[config.mk]
export PLATFORM = sky130hd
export DESIGN_NAME = fetch_unit
export DESIGN_NICKNAME = d
export VERILOG_FILES = /design/src/rtl/fetch_pkg.sv /design/src/rtl/fetch_unit.sv /design/src/rtl/branch_resolver.sv /design/src/rtl/fetch_sequencer.sv /design/src/rtl/fetch_icache.sv
export VERILOG_INCLUDE_DIRS = /design/src /design/src/rtl
export SDC_FILE = /design/constraint.sdc
export NUM_CORES = 1
export LEC_CHECK = 0
export BUFFER_PORTS_ARGS = -buffer_cell sky130_fd_sc_hd__buf_2
export CAP_MARGIN = 20
export CORE_ASPECT_RATIO = 0.9
export CORE_MARGIN = 1
export CORE_UTILIZATION = 45
export DETAILED_ROUTE_END_ITERATION = 16
export GPL_TIMING_DRIVEN = 0
export PLACE_DENSITY = 0.57
export SETUP_SLACK_MARGIN = 0.15
export SLEW_MARGIN = 10
export SYNTH_ARGS = -nofsm -noshare
export SYNTH_HDL_FRONTEND = slang
export SYNTH_SLANG_ARGS = --single-unit
[constraint.sdc]
create_clock -name i_clock -period 15.7 [get_ports i_clock]
set_input_delay 2.355 -clock i_clock [delete_from_list [all_inputs] [get_ports i_clock]]
set_output_delay 2.355 -clock i_clock [all_outputs]
set_load 0.01 [all_outputs]
[src/rtl/fetch_defs.svh]
`ifndef FETCH_DEFS_SVH
`define FETCH_DEFS_SVH

// Width of the request tags passed between the fetch blocks
// Tags wrap, so only equality is meaningful
`define FETCH_TAG_BITS 4

// Direct-mapped lines of one word each, must be a power of two
`define FETCH_ICACHE_LINES 16

// First instruction address after reset
`define FETCH_RESET_PC 32'h0000_0000

// Memory bus data path
`define FETCH_BUS_DATA_BITS 32

`endif
[src/rtl/fetch_pkg.sv]
`default_nettype none

`include "fetch_defs.svh"

package fetch_pkg;

	typedef logic [`FETCH_BUS_DATA_BITS-1:0] fetch_word_t;
	typedef logic [31:0] fetch_addr_t;
	typedef logic [`FETCH_TAG_BITS-1:0] fetch_tag_t;

	// RV32I major opcodes that redirect the PC
	localparam logic [6:0] OPCODE_JAL = 7'b1101111;
	localparam logic [6:0] OPCODE_BRANCH = 7'b1100011;

	function automatic logic is_control_transfer(input fetch_word_t instruction);
		logic [6:0] opcode;
		opcode = instruction[6:0];
		return (opcode == OPCODE_JAL) || (opcode == OPCODE_BRANCH);
	endfunction

	// J-type immediate, bit 0 is always zero
	function automatic fetch_addr_t jal_offset(input fetch_word_t instruction);
		return {{11{instruction[31]}}, instruction[31], instruction[19:12],
			instruction[20], instruction[30:21], 1'b0};
	endfunction

	// B-type immediate
	function automatic fetch_addr_t branch_offset(input fetch_word_t instruction);
		return {{19{instruction[31]}}, instruction[31], instruction[7],
			instruction[30:25], instruction[11:8], 1'b0};
	endfunction

endpackage

`default_nettype wire

[src/rtl/fetch_unit.sv]
`timescale 1ns/10ps
`default_nettype none

module fetch_unit import fetch_pkg::*; (
	input wire logic i_clock,
	input wire logic i_reset,
	input wire logic i_stall,
	input wire logic i_branch_taken,

	// Memory bus
	output logic o_bus_request,
	output fetch_addr_t o_bus_address,
	input wire logic i_bus_ready,
	input wire fetch_word_t i_bus_rdata,

	// Retire stream
	output logic o_retire_valid,
	output fetch_addr_t o_retire_pc,
	output fetch_word_t o_retire_instruction
);

	// Sequencer and cache
	fetch_tag_t request_tag;
	fetch_addr_t request_address;
	fetch_tag_t response_tag;
	fetch_word_t response_data;

	// Sequencer and resolver
	fetch_tag_t fetch_tag;
	fetch_word_t fetch_instruction;
	fetch_addr_t fetch_pc;
	fetch_tag_t resolve_tag;
	fetch_addr_t resolve_pc_next;

	fetch_sequencer i_fetch_sequencer (
		.i_clock(i_clock),
		.i_reset(i_reset),
		.i_stall(i_stall),
		.i_resolve_tag(resolve_tag),
		.i_resolve_pc_next(resolve_pc_next),
		.o_request_tag(request_tag),
		.o_request_address(request_address),
		.i_response_tag(response_tag),
		.i_response_data(response_data),
		.o_fetch_tag(fetch_tag),
		.o_fetch_instruction(fetch_instruction),
		.o_fetch_pc(fetch_pc)
	);

	fetch_icache i_fetch_icache (
		.i_clock(i_clock),
		.i_reset(i_reset),
		.i_request_tag(request_tag),
		.i_request_address(request_address),
		.o_response_tag(response_tag),
		.o_response_data(response_data),
		.o_bus_request(o_bus_request),
		.o_bus_address(o_bus_address),
		.i_bus_ready(i_bus_ready),
		.i_bus_rdata(i_bus_rdata)
	);

	branch_resolver i_branch_resolver (
		.i_clock(i_clock),
		.i_reset(i_reset),
		.i_fetch_tag(fetch_tag),
		.i_fetch_instruction(fetch_instruction),
		.i_fetch_pc(fetch_pc),
		.i_branch_taken(i_branch_taken),
		.o_resolve_tag(resolve_tag),
		.o_resolve_pc_next(resolve_pc_next),
		.o_retire_valid(o_retire_valid),
		.o_retire_pc(o_retire_pc),
		.o_retire_instruction(o_retire_instruction)
	);

endmodule

`default_nettype wire

[src/rtl/branch_resolver.sv]
`timescale 1ns/10ps
`default_nettype none

module branch_resolver import fetch_pkg::*; (
	input wire logic i_clock,
	input wire logic i_reset,

	// Instruction from the sequencer, new when the tag changes
	input wire fetch_tag_t i_fetch_tag,
	input wire fetch_word_t i_fetch_instruction,
	input wire fetch_addr_t i_fetch_pc,

	// Stand-in for the execute stage condition
	input wire logic i_branch_taken,

	// Next PC back to the sequencer
	output fetch_tag_t o_resolve_tag,
	output fetch_addr_t o_resolve_pc_next,

	// Retire stream
	output logic o_retire_valid,
	output fetch_addr_t o_retire_pc,
	output fetch_word_t o_retire_instruction
);

	fetch_tag_t last_tag;
	logic new_instruction;
	fetch_addr_t pc_next;

	assign new_instruction = (i_fetch_tag != last_tag);

	// Taken is sampled at the edge that starts the retire pulse
	always_comb begin
		if (!is_control_transfer(i_fetch_instruction)) begin
			pc_next = i_fetch_pc + 32'd4;
		end else if (i_fetch_instruction[6:0] == OPCODE_JAL) begin
			pc_next = i_fetch_pc + jal_offset(i_fetch_instruction);
		end else if (i_branch_taken) begin
			pc_next = i_fetch_pc + branch_offset(i_fetch_instruction);
		end else begin
			pc_next = i_fetch_pc + 32'd4;
		end
	end

	// The resolve tag follows every instruction, so when the sequencer
	// starts to wait on a branch it still holds the previous tag and
	// cannot match a stale value left from a wrapped tag
	always_ff @(posedge i_clock) begin
		if (i_reset) begin
			last_tag <= '0;
			o_resolve_tag <= '0;
			o_retire_valid <= 1'b0;
		end else begin
			o_retire_valid <= new_instruction;
			if (new_instruction) begin
				last_tag <= i_fetch_tag;
				o_resolve_tag <= i_fetch_tag;
			end
		end
	end

	always_ff @(posedge i_clock) begin
		if (new_instruction) begin
			o_resolve_pc_next <= pc_next;
			o_retire_pc <= i_fetch_pc;
			o_retire_instruction <= i_fetch_instruction;
		end
	end

endmodule

`default_nettype wire

[src/rtl/fetch_sequencer.sv]
`timescale 1ns/10ps
`default_nettype none

`include "fetch_defs.svh"

module fetch_sequencer import fetch_pkg::*; (
	input wire logic i_clock,
	input wire logic i_reset,
	input wire logic i_stall,

	// Branch outcome from the resolver
	input wire fetch_tag_t i_resolve_tag,
	input wire fetch_addr_t i_resolve_pc_next,

	// Instruction cache
	output fetch_tag_t o_request_tag,
	output fetch_addr_t o_request_address,
	input wire fetch_tag_t i_response_tag,
	input wire fetch_word_t i_response_data,

	// Fetched instruction towards the resolver
	output fetch_tag_t o_fetch_tag,
	output fetch_word_t o_fetch_instruction,
	output fetch_addr_t o_fetch_pc
);

	typedef enum logic [1:0] {
		SEQ_IDLE,
		SEQ_WAIT_CACHE,
		SEQ_WAIT_RESOLVE
	} seq_state_t;

	seq_state_t state;
	fetch_addr_t pc;
	logic response_ready;
	logic control_transfer;

	// The cache looks up whatever PC is current
	assign o_request_address = pc;

	assign response_ready = (i_response_tag == o_request_tag);
	assign control_transfer = is_control_transfer(i_response_data);

	always_ff @(posedge i_clock) begin
		if (i_reset) begin
			state <= SEQ_IDLE;
			pc <= `FETCH_RESET_PC;
			o_request_tag <= '0;
			o_fetch_tag <= '0;
		end else begin
			case (state)
				SEQ_IDLE: begin
					if (!i_stall) begin
						o_request_tag <= o_request_tag + 1'b1;
						state <= SEQ_WAIT_CACHE;
					end
				end
				SEQ_WAIT_CACHE: begin
					if (response_ready) begin
						o_fetch_tag <= o_request_tag;
						pc <= pc + 32'd4;
						if (control_transfer) begin
							// Nothing more is fetched until the target is known
							state <= SEQ_WAIT_RESOLVE;
						end else if (!i_stall) begin
							// Back-to-back request for pc + 4
							o_request_tag <= o_request_tag + 1'b1;
						end else begin
							state <= SEQ_IDLE;
						end
					end
				end
				SEQ_WAIT_RESOLVE: begin
					if (i_resolve_tag == o_fetch_tag) begin
						pc <= i_resolve_pc_next;
						state <= SEQ_IDLE;
					end
				end
				default: state <= SEQ_IDLE;
			endcase
		end
	end

	// Instruction word and its address travel with the fetch tag
	always_ff @(posedge i_clock) begin
		if (state == SEQ_WAIT_CACHE && response_ready) begin
			o_fetch_instruction <= i_response_data;
			o_fetch_pc <= pc;
		end
	end

endmodule

`default_nettype wire

[src/rtl/fetch_icache.sv]
`timescale 1ns/10ps
`default_nettype none

`include "fetch_defs.svh"

module fetch_icache import fetch_pkg::*; (
	input wire logic i_clock,
	input wire logic i_reset,

	// Request side, a new request is a change of tag
	input wire fetch_tag_t i_request_tag,
	input wire fetch_addr_t i_request_address,
	output fetch_tag_t o_response_tag,
	output fetch_word_t o_response_data,

	// Memory bus
	output logic o_bus_request,
	output fetch_addr_t o_bus_address,
	input wire logic i_bus_ready,
	input wire fetch_word_t i_bus_rdata
);

	localparam int INDEX_BITS = $clog2(`FETCH_ICACHE_LINES);
	localparam int LINE_TAG_BITS = 32 - 2 - INDEX_BITS;

	typedef enum logic {
		CACHE_IDLE,
		CACHE_FILL
	} cache_state_t;

	cache_state_t state;

	// Line storage
	fetch_word_t line_data [`FETCH_ICACHE_LINES];
	logic [LINE_TAG_BITS-1:0] line_tag [`FETCH_ICACHE_LINES];
	logic [`FETCH_ICACHE_LINES-1:0] line_valid;

	logic [INDEX_BITS-1:0] request_index;
	logic [LINE_TAG_BITS-1:0] request_line_tag;
	logic [INDEX_BITS-1:0] fill_index;
	logic [LINE_TAG_BITS-1:0] fill_line_tag;
	logic new_request;
	logic hit;
	logic fill_done;

	assign request_index = i_request_address[INDEX_BITS+1:2];
	assign request_line_tag = i_request_address[31:INDEX_BITS+2];

	// Bus address is held for the whole fill, so it also names the line
	assign fill_index = o_bus_address[INDEX_BITS+1:2];
	assign fill_line_tag = o_bus_address[31:INDEX_BITS+2];

	assign new_request = (i_request_tag != o_response_tag);
	assign hit = line_valid[request_index] && (line_tag[request_index] == request_line_tag);
	assign fill_done = (state == CACHE_FILL) && i_bus_ready;

	always_ff @(posedge i_clock) begin
		if (i_reset) begin
			state <= CACHE_IDLE;
			o_response_tag <= '0;
			o_bus_request <= 1'b0;
			line_valid <= '0;
		end else begin
			case (state)
				CACHE_IDLE: begin
					if (new_request) begin
						if (hit) begin
							o_response_tag <= i_request_tag;
						end else begin
							o_bus_request <= 1'b1;
							state <= CACHE_FILL;
						end
					end
				end
				CACHE_FILL: begin
					// Back in idle the same request now hits and is answered
					if (i_bus_ready) begin
						o_bus_request <= 1'b0;
						line_valid[fill_index] <= 1'b1;
						state <= CACHE_IDLE;
					end
				end
				default: state <= CACHE_IDLE;
			endcase
		end
	end

	always_ff @(posedge i_clock) begin
		if (state == CACHE_IDLE && new_request && hit) begin
			o_response_data <= line_data[request_index];
		end
		if (state == CACHE_IDLE && new_request && !hit) begin
			o_bus_address <= {i_request_address[31:2], 2'b00};
		end
		if (fill_done) begin
			line_data[fill_index] <= i_bus_rdata;
			line_tag[fill_index] <= fill_line_tag;
		end
	end

endmodule

`default_nettype wire

==> results of run 1 <==
kinds of logic after synthesis:
kind of cell    count (synthesis)  share of synthesized area
flops                        1222                      0.726
simple gates                  447                     0.0432
compound gates                394                     0.0514
mux                           325                      0.132
buf+inv                       177                     0.0164
xor+xnor                      100                     0.0177
fa+ha+maj                      51                     0.0132
other cells                     1                  0.0000757
synthesized netlist by cell type (all sizes together), types with 5 or more instances:
cell type / instances / area, um^2
o21a: 6 / 45.0
xor2: 39 / 342
a21oi: 114 / 571
o21ai: 71 / 355
and3: 21 / 131
nand2: 112 / 420
a22oi: 18 / 135
clkbuf: 84 / 327
o31ai: 9 / 67.6
nor3b: 7 / 52.6
buf: 56 / 345
and2: 7 / 43.8
o221ai: 5 / 43.8
nor4: 8 / 71.3
inv: 35 / 131
a22o: 6 / 52.6
a21o: 23 / 173
mux4: 259 / 5840
edfxtp: 1149 / 34500
mux2: 11 / 124
nand3: 47 / 235
a31oi: 18 / 113
nand4: 26 / 169
o22ai: 19 / 119
a211oi: 31 / 233
nand2b: 14 / 87.6
ha: 49 / 613
o211ai: 12 / 90.1
nor2: 142 / 533
a211o: 6 / 52.6
nor3: 24 / 120
o21bai: 10 / 75.1
or3: 9 / 56.3
xnor2: 61 / 534
nor2b: 14 / 87.6
mux2i: 55 / 551
dfxtp: 73 / 1460
o31a: 5 / 43.8
layer usage:
| metal | global-route usage | part of all wire | up-vias |
|---|---|---|---|
| met5 | 0 | 0.00069 | - |
| met4 | 0.0545 | 0.021 | 14 |
| met3 | 0.0439 | 0.073 | 209 |
| met2 | 0.410 | 0.47 | 1185 |
| met1 | 0.370 | 0.43 | 14726 |
| li1 | - | - | 11761 |
state kept, by name, indices dropped and copies added, names as in the netlist, named ones only:
signal / count
i_fetch_sequencer.o_fetch_instruction: 32
i_fetch_icache.o_bus_request: 1
i_branch_resolver.o_retire_valid: 1
i_fetch_icache.o_response_tag: 4
i_branch_resolver.o_resolve_tag: 4
i_fetch_icache.line_tag: 416
i_fetch_sequencer.state: 2
i_branch_resolver.o_retire_pc: 32
i_fetch_icache.line_data: 512
i_branch_resolver.o_resolve_pc_next: 31
i_fetch_icache.state: 1
i_fetch_sequencer.o_fetch_tag: 4
i_fetch_sequencer.o_fetch_pc: 32
i_fetch_icache.o_response_data: 32
i_fetch_icache.line_valid: 16
i_fetch_icache.o_bus_address: 30
i_fetch_sequencer.o_request_tag: 4
i_fetch_sequencer.o_request_address: 32
i_branch_resolver.o_retire_instruction: 32
worst max-delay path, cell delays in order, from the launching register on:
cell and delay (ns):
dfxtp_1 0.41, buf_2 0.43, buf_4 0.31, clkbuf_1 0.77
mux4_2 0.42, mux2i_1 0.22, mux2i_1 0.14, xnor2_1 0.66
nand2_1 0.17, nor4_1 0.29, buf_2 0.24, nand4_1 0.26
nor3_2 0.27, buf_6 0.23, buf_6 0.17, buf_6 0.15
power breakdown:
group,leakage [uW],internal [uW],switching [uW]
logic,0.00571,381,568
clock network,0.00185,1540,1230
registers,0.0110,3740,137
total,0.0186,5660,1940
metrics by stage:
step	util	setup WS, ns	hold slack [ns]
4_1_cts	0.527	9.72	0.419
2_1_floorplan	-	8.36	0.400
5_1_grt	0.528	10.09	0.421
3_5_place_dp	0.492	9.80	0.405
6_report	0.528	10.17	0.418
3_3_place_gp	0.476	1.76	0.402
final cells by class:
class | instances | area, um^2
Clock inverter | 58 | 474
Sequential cell | 1222 | 36000
Antenna cell | 1 | 2.50
Timing Repair Buffer | 242 | 2340
Fill cell | 8628 | 51600
Buffer | 140 | 673
Tap cell | 1462 | 1830
Clock buffer | 167 | 3360
Multi-Input combinational cell | 1319 | 12900
Inverter | 37 | 141
final timing paths:
kind	cells past startpoint	slack [ns]	to
setup reg to reg	15	10.17	i_fetch_icache.o_response_data[17]$_DFFE_PP_
hold / removal	0	0.42	i_fetch_sequencer.o_fetch_instruction[7]$_DFFE_PP_
setup / recovery	15	10.17	i_fetch_icache.o_response_data[17]$_DFFE_PP_
hold reg to reg	0	0.42	i_fetch_sequencer.o_fetch_instruction[7]$_DFFE_PP_
==> run metrics, run 1 <==
status=finished, final reports clean; Fmax achieved=181 MHz; critical path class=register to register; Clock Tree Buf Depth=3; maximum VDD drop=0.107 mV; Port Buffers=131; die span in y=317 um; HPWL after DPL=99,700 um; CP endpoint kind=register; Routed WL=141,000 um; DR DRC count=0; Tmin final=5.53 ns; Synth Instances=2,717; share of cells above drive strength 1=0.234; ys flop type=edfxtp_1; TritonCTS buffer count=120; Initial Util=0.453; register bit total from synthesis=1,222; row count=115; HP Start=i_fetch_icache.o_response_data[7]$_DFFE_PP_; Layout area overhead=16.4%; crit start category=register; DR vias/cell=6.00; post-CTS setup buffer count=0; Worst-Skew Late Latency=0.73 ns; CP Data Arrival Time=5.92 ns; core area=0.109 mm^2; Avg Cell Area, Syn=18.2 um^2; Cell Count, Final, Fillers Out=4,648; Setup TNS=0 ns; Max-cap violations=0; fin. max-slew vios=0; dpl cell area=0.0537 mm^2; commonest non-fill, non-tap cell in the layout=edfxtp_1; slew of the pin with the lowest slew margin=1.14 ns; PostCTS Resize Cnt=0; CTS H-tree depth=3; width of the die=352 um; antenna-violating nets left=0; Ports=135; critical-path maximum fanout=10; clk_skew=0.0586 ns; final period utilization=0.352; mapped cell area=0.0495 mm^2; vias in the first global route=27,639; GRT Total Usage=0.256; routed via count=27,895; clock root cell=clkbuf_16; final hold vios=0; Placer Congestion=0.895; sequential area share after synthesis=0.726; Async SR Flop Fraction=0; final setup vio count=0; GRT overflow=0; Die ar.=0.111 mm^2; Ys Warns=0; initial antenna violation count=13; placed cells=4,416; fin nets=3,170; global-route wire length before repair=201,000 um; Post-synth EDFFs=1,149; Worst Hold Class=register to register; CTS tree=yes; clk sinks=1,222; Unique masters post-synth=80; RSZ-0062 raised after global routing=no; wire per inst=30.4 um; CTS Hold Buffers Added=0; slew margin rel.=0.238; most frequent cells in the layout=edfxtp_1 (1,149), mux4_2 (256), buf_2 (149); 1st-iter DRT viols=3,134; CP required=16.09 ns; PwrDens=132 mW/mm^2; P_leak=0.0186 uW; Pwr Total=7600 uW; DR pass1 iterations=6; clock-pin slew on the worst setup and hold paths=0.06 ns; maximum number of pins on one net before global-route repair=52; Final Instance Area=0.0576 mm^2
Power figures use the tool's default switching activity.
==> run 2, diff against run 1 <==
==> constraint.sdc (replaced) <==
create_clock -name i_clock -period 5.4 [get_ports i_clock]
set_input_delay 0.81 -clock i_clock [delete_from_list [all_inputs] [get_ports i_clock]]
set_output_delay 0.81 -clock i_clock [all_outputs]
set_load 0.01 [all_outputs]
==> run 2 against run 1 <==
  * Clock skew increased by 0.0032 ns
  * Combinational power increased to 2.9 times the previous value
  * Non-clock buffer count shrank 13
  * Clock-buffer cell count down 19
  * Sequential power rose to 2.9 times the previous value
  * Die area is the same
  * Sequential cell count is the same
  * Core utilization is 0.14 points higher
  * Power rose to 2.9 times the previous value
==> run metrics, run 2 (synthesized netlist as in run 1, its figures left out) <==
critical-path cell list=buf_6 > buf_2 > buf_2 > buf_2 > mux2i_1 > xnor2_1 > o41ai_1 > o21ai_0 > nor4_2 > nand4_1 > nor3_2 > buf_6 > buf_4 > buf_4 > buf_4; vias in the first global route=27,776; critical path class=register to register; depth of the most critical reg-to-reg path=15; flop2flop setup slack=0.40 ns; dpl cell area=0.0540 mm^2; Critical R2R Capture=i_fetch_icache.o_response_data[3]$_DFFE_PP_; final setup vio count=0; maximum VDD drop=0.299 mV; final period utilization=0.925; HPWL after DPL=100,000 um; slowest CP cell=buf_2; post-route setup slack=0.404 ns; CTS H-tree depth=3; clk sinks=1,222; Placer Congestion=0.918; Die ar.=0.111 mm^2; Top Registers=i_fetch_icache.line_data: 512 flops, i_fetch_icache.line_tag: 416 flops; CP Data Arrival Time=5.38 ns; TritonCTS buffer count=120; Largest stage delay, worst path=0.53 ns; Clock Tree Buf Depth=3; clock root cell=clkbuf_16; slew of the pin with the lowest slew margin=1.08 ns; Top Metal Used=met5; status=finished, final reports clean; routed via count=28,127; Met2 Routed Length=65,800 um; Layout area overhead=16.7%; CP required=5.78 ns; final hold vios=0; P_leak=0.0186 uW; DR DRC count=0; row count=115; die span in y=317 um; max reg flops=512; Worst Hold Class=input pin to register; dpl ws=0.0401 ns; most flop-heavy register=i_fetch_icache.line_data; core area=0.109 mm^2; antenna-violating nets left=0; CP endpoint kind=register; Port Buffers=131; WHS Endpoint=i_fetch_icache.state$_SDFF_PP0_; GRT overflow=0; Worst-Skew Late Latency=0.74 ns; width of the die=352 um; post-CTS setup buffer count=0; Pwr Total=22,100 uW; Ports=135; clock-pin slew on the worst setup and hold paths=0.06 ns; HP Start=i_bus_ready; # fillers=8,616; wire per inst=30.7 um; RSZ-0062 raised after global routing=no; GRT Total Usage=0.257; met3 WL=10,400 um; critical-path maximum fanout=10; Util after Layout=0.529; WHS=0.410 ns; Max-cap violations=0; PwrDens=382 mW/mm^2; crit start category=register; Tmin final=5.00 ns; fin. max-slew vios=0; global-route wire length before repair=200,000 um; Final Instance Area=0.0578 mm^2; DR pass1 iterations=8; maximum number of pins on one net before global-route repair=52; CTS tree=yes; fin nets=3,157; share of cells above drive strength 1=0.237; Routed WL=142,000 um; 1st-iter DRT viols=3,276; most frequent cells in the layout=edfxtp_1 (1,149), mux4_2 (256), buf_2 (149); slew margin rel.=0.282; M1 WL=62,600 um; clk_skew=0.0617 ns; WHS Path Cells=3; initial antenna violation count=14; Initial Util=0.453; DR vias/cell=6.08; Fmax achieved=200 MHz; commonest non-fill, non-tap cell in the layout=edfxtp_1
run 2: cell types whose count changed in the layout (fill, tap and decap cells not counted), sizes merged:
cell      before  now
buf          297  285
bufinv         3    6
clkbuf       252  232
clkinvlp       3    6
diode          1    4
inv           35   38
run 2: per-stage QoR:
stage | std cells | setup TNS [ns]
final | 4628 | 0
after global routing | 4625 | 0
after CTS | 4619 | 0
after detailed placement | 4404 | 0
after global placement | 4311 | -2888.65
after floorplan | 2718 | -2.87
run 2: power breakdown:
part	internal (uW)	switching [uW]	total, uW
logic	1130	1660	2780
clock network	4470	3570	8040
registers	10900	406	11300
total	16500	5630	22100
run 2: what timing repair did:
item                       4_1_cts  5_1_grt
resized for setup                3        6
setup endpoints to repair        8        8
hold buffers                     0        0
run 2: critical path: cells and delay by family (launching register included):
kind | cells | cell delay (ns)
AO/OA/AOI/OAI | 2 | 0.61
AND/OR/NAND/NOR | 3 | 0.69
XOR/XNOR | 1 | 0.21
multiplexers | 1 | 0.41
buffers and inverters | 8 | 2.36
flip-flops | 1 | 0.32
run 2: layout make-up:
class                   instances  area (um^2)  area share
multi-input cells            1319        12900       0.223
flip-flops and latches       1222        36000       0.622
repair buffers                229         2480      0.0429
well taps                    1462         1830      0.0317
clock inverters                67          569     0.00985
diodes                          4         10.0    0.000173
clock buffers                 148         3190      0.0552
inverters                      37          143     0.00247
plain buffers                 140          711      0.0123
run 2: how the worst max path moves through the flow:
| stage | to | startpoint | slack (ns) |
|---|---|---|---|
| 4_1_cts | i_fetch_icache.o_response_data[3]$_DFFE_PP_ | register | 0.30 |
| 5_1_grt | i_fetch_icache.o_response_data[4]$_DFFE_PP_ | register | 0.23 |
| 3_5_place_dp | i_fetch_icache.o_response_data[6]$_DFFE_PP_ | register | 0.04 |
| 2_1_floorplan | register | i_fetch_sequencer.o_fetch_tag[1]$_SDFFE_PP0P_ | -0.17 |
| 6_report | i_fetch_icache.o_response_data[3]$_DFFE_PP_ | register | 0.40 |
| 3_3_place_gp | i_fetch_icache.o_response_data[3]$_DFFE_PP_ | register | -4.17 |
run 2: routing by layer:
layer,track usage,up-vias
li1,-,11739
met1,0.381,14953
met2,0.400,1229
met3,0.0414,200
met4,0.0598,6
met5,0,-
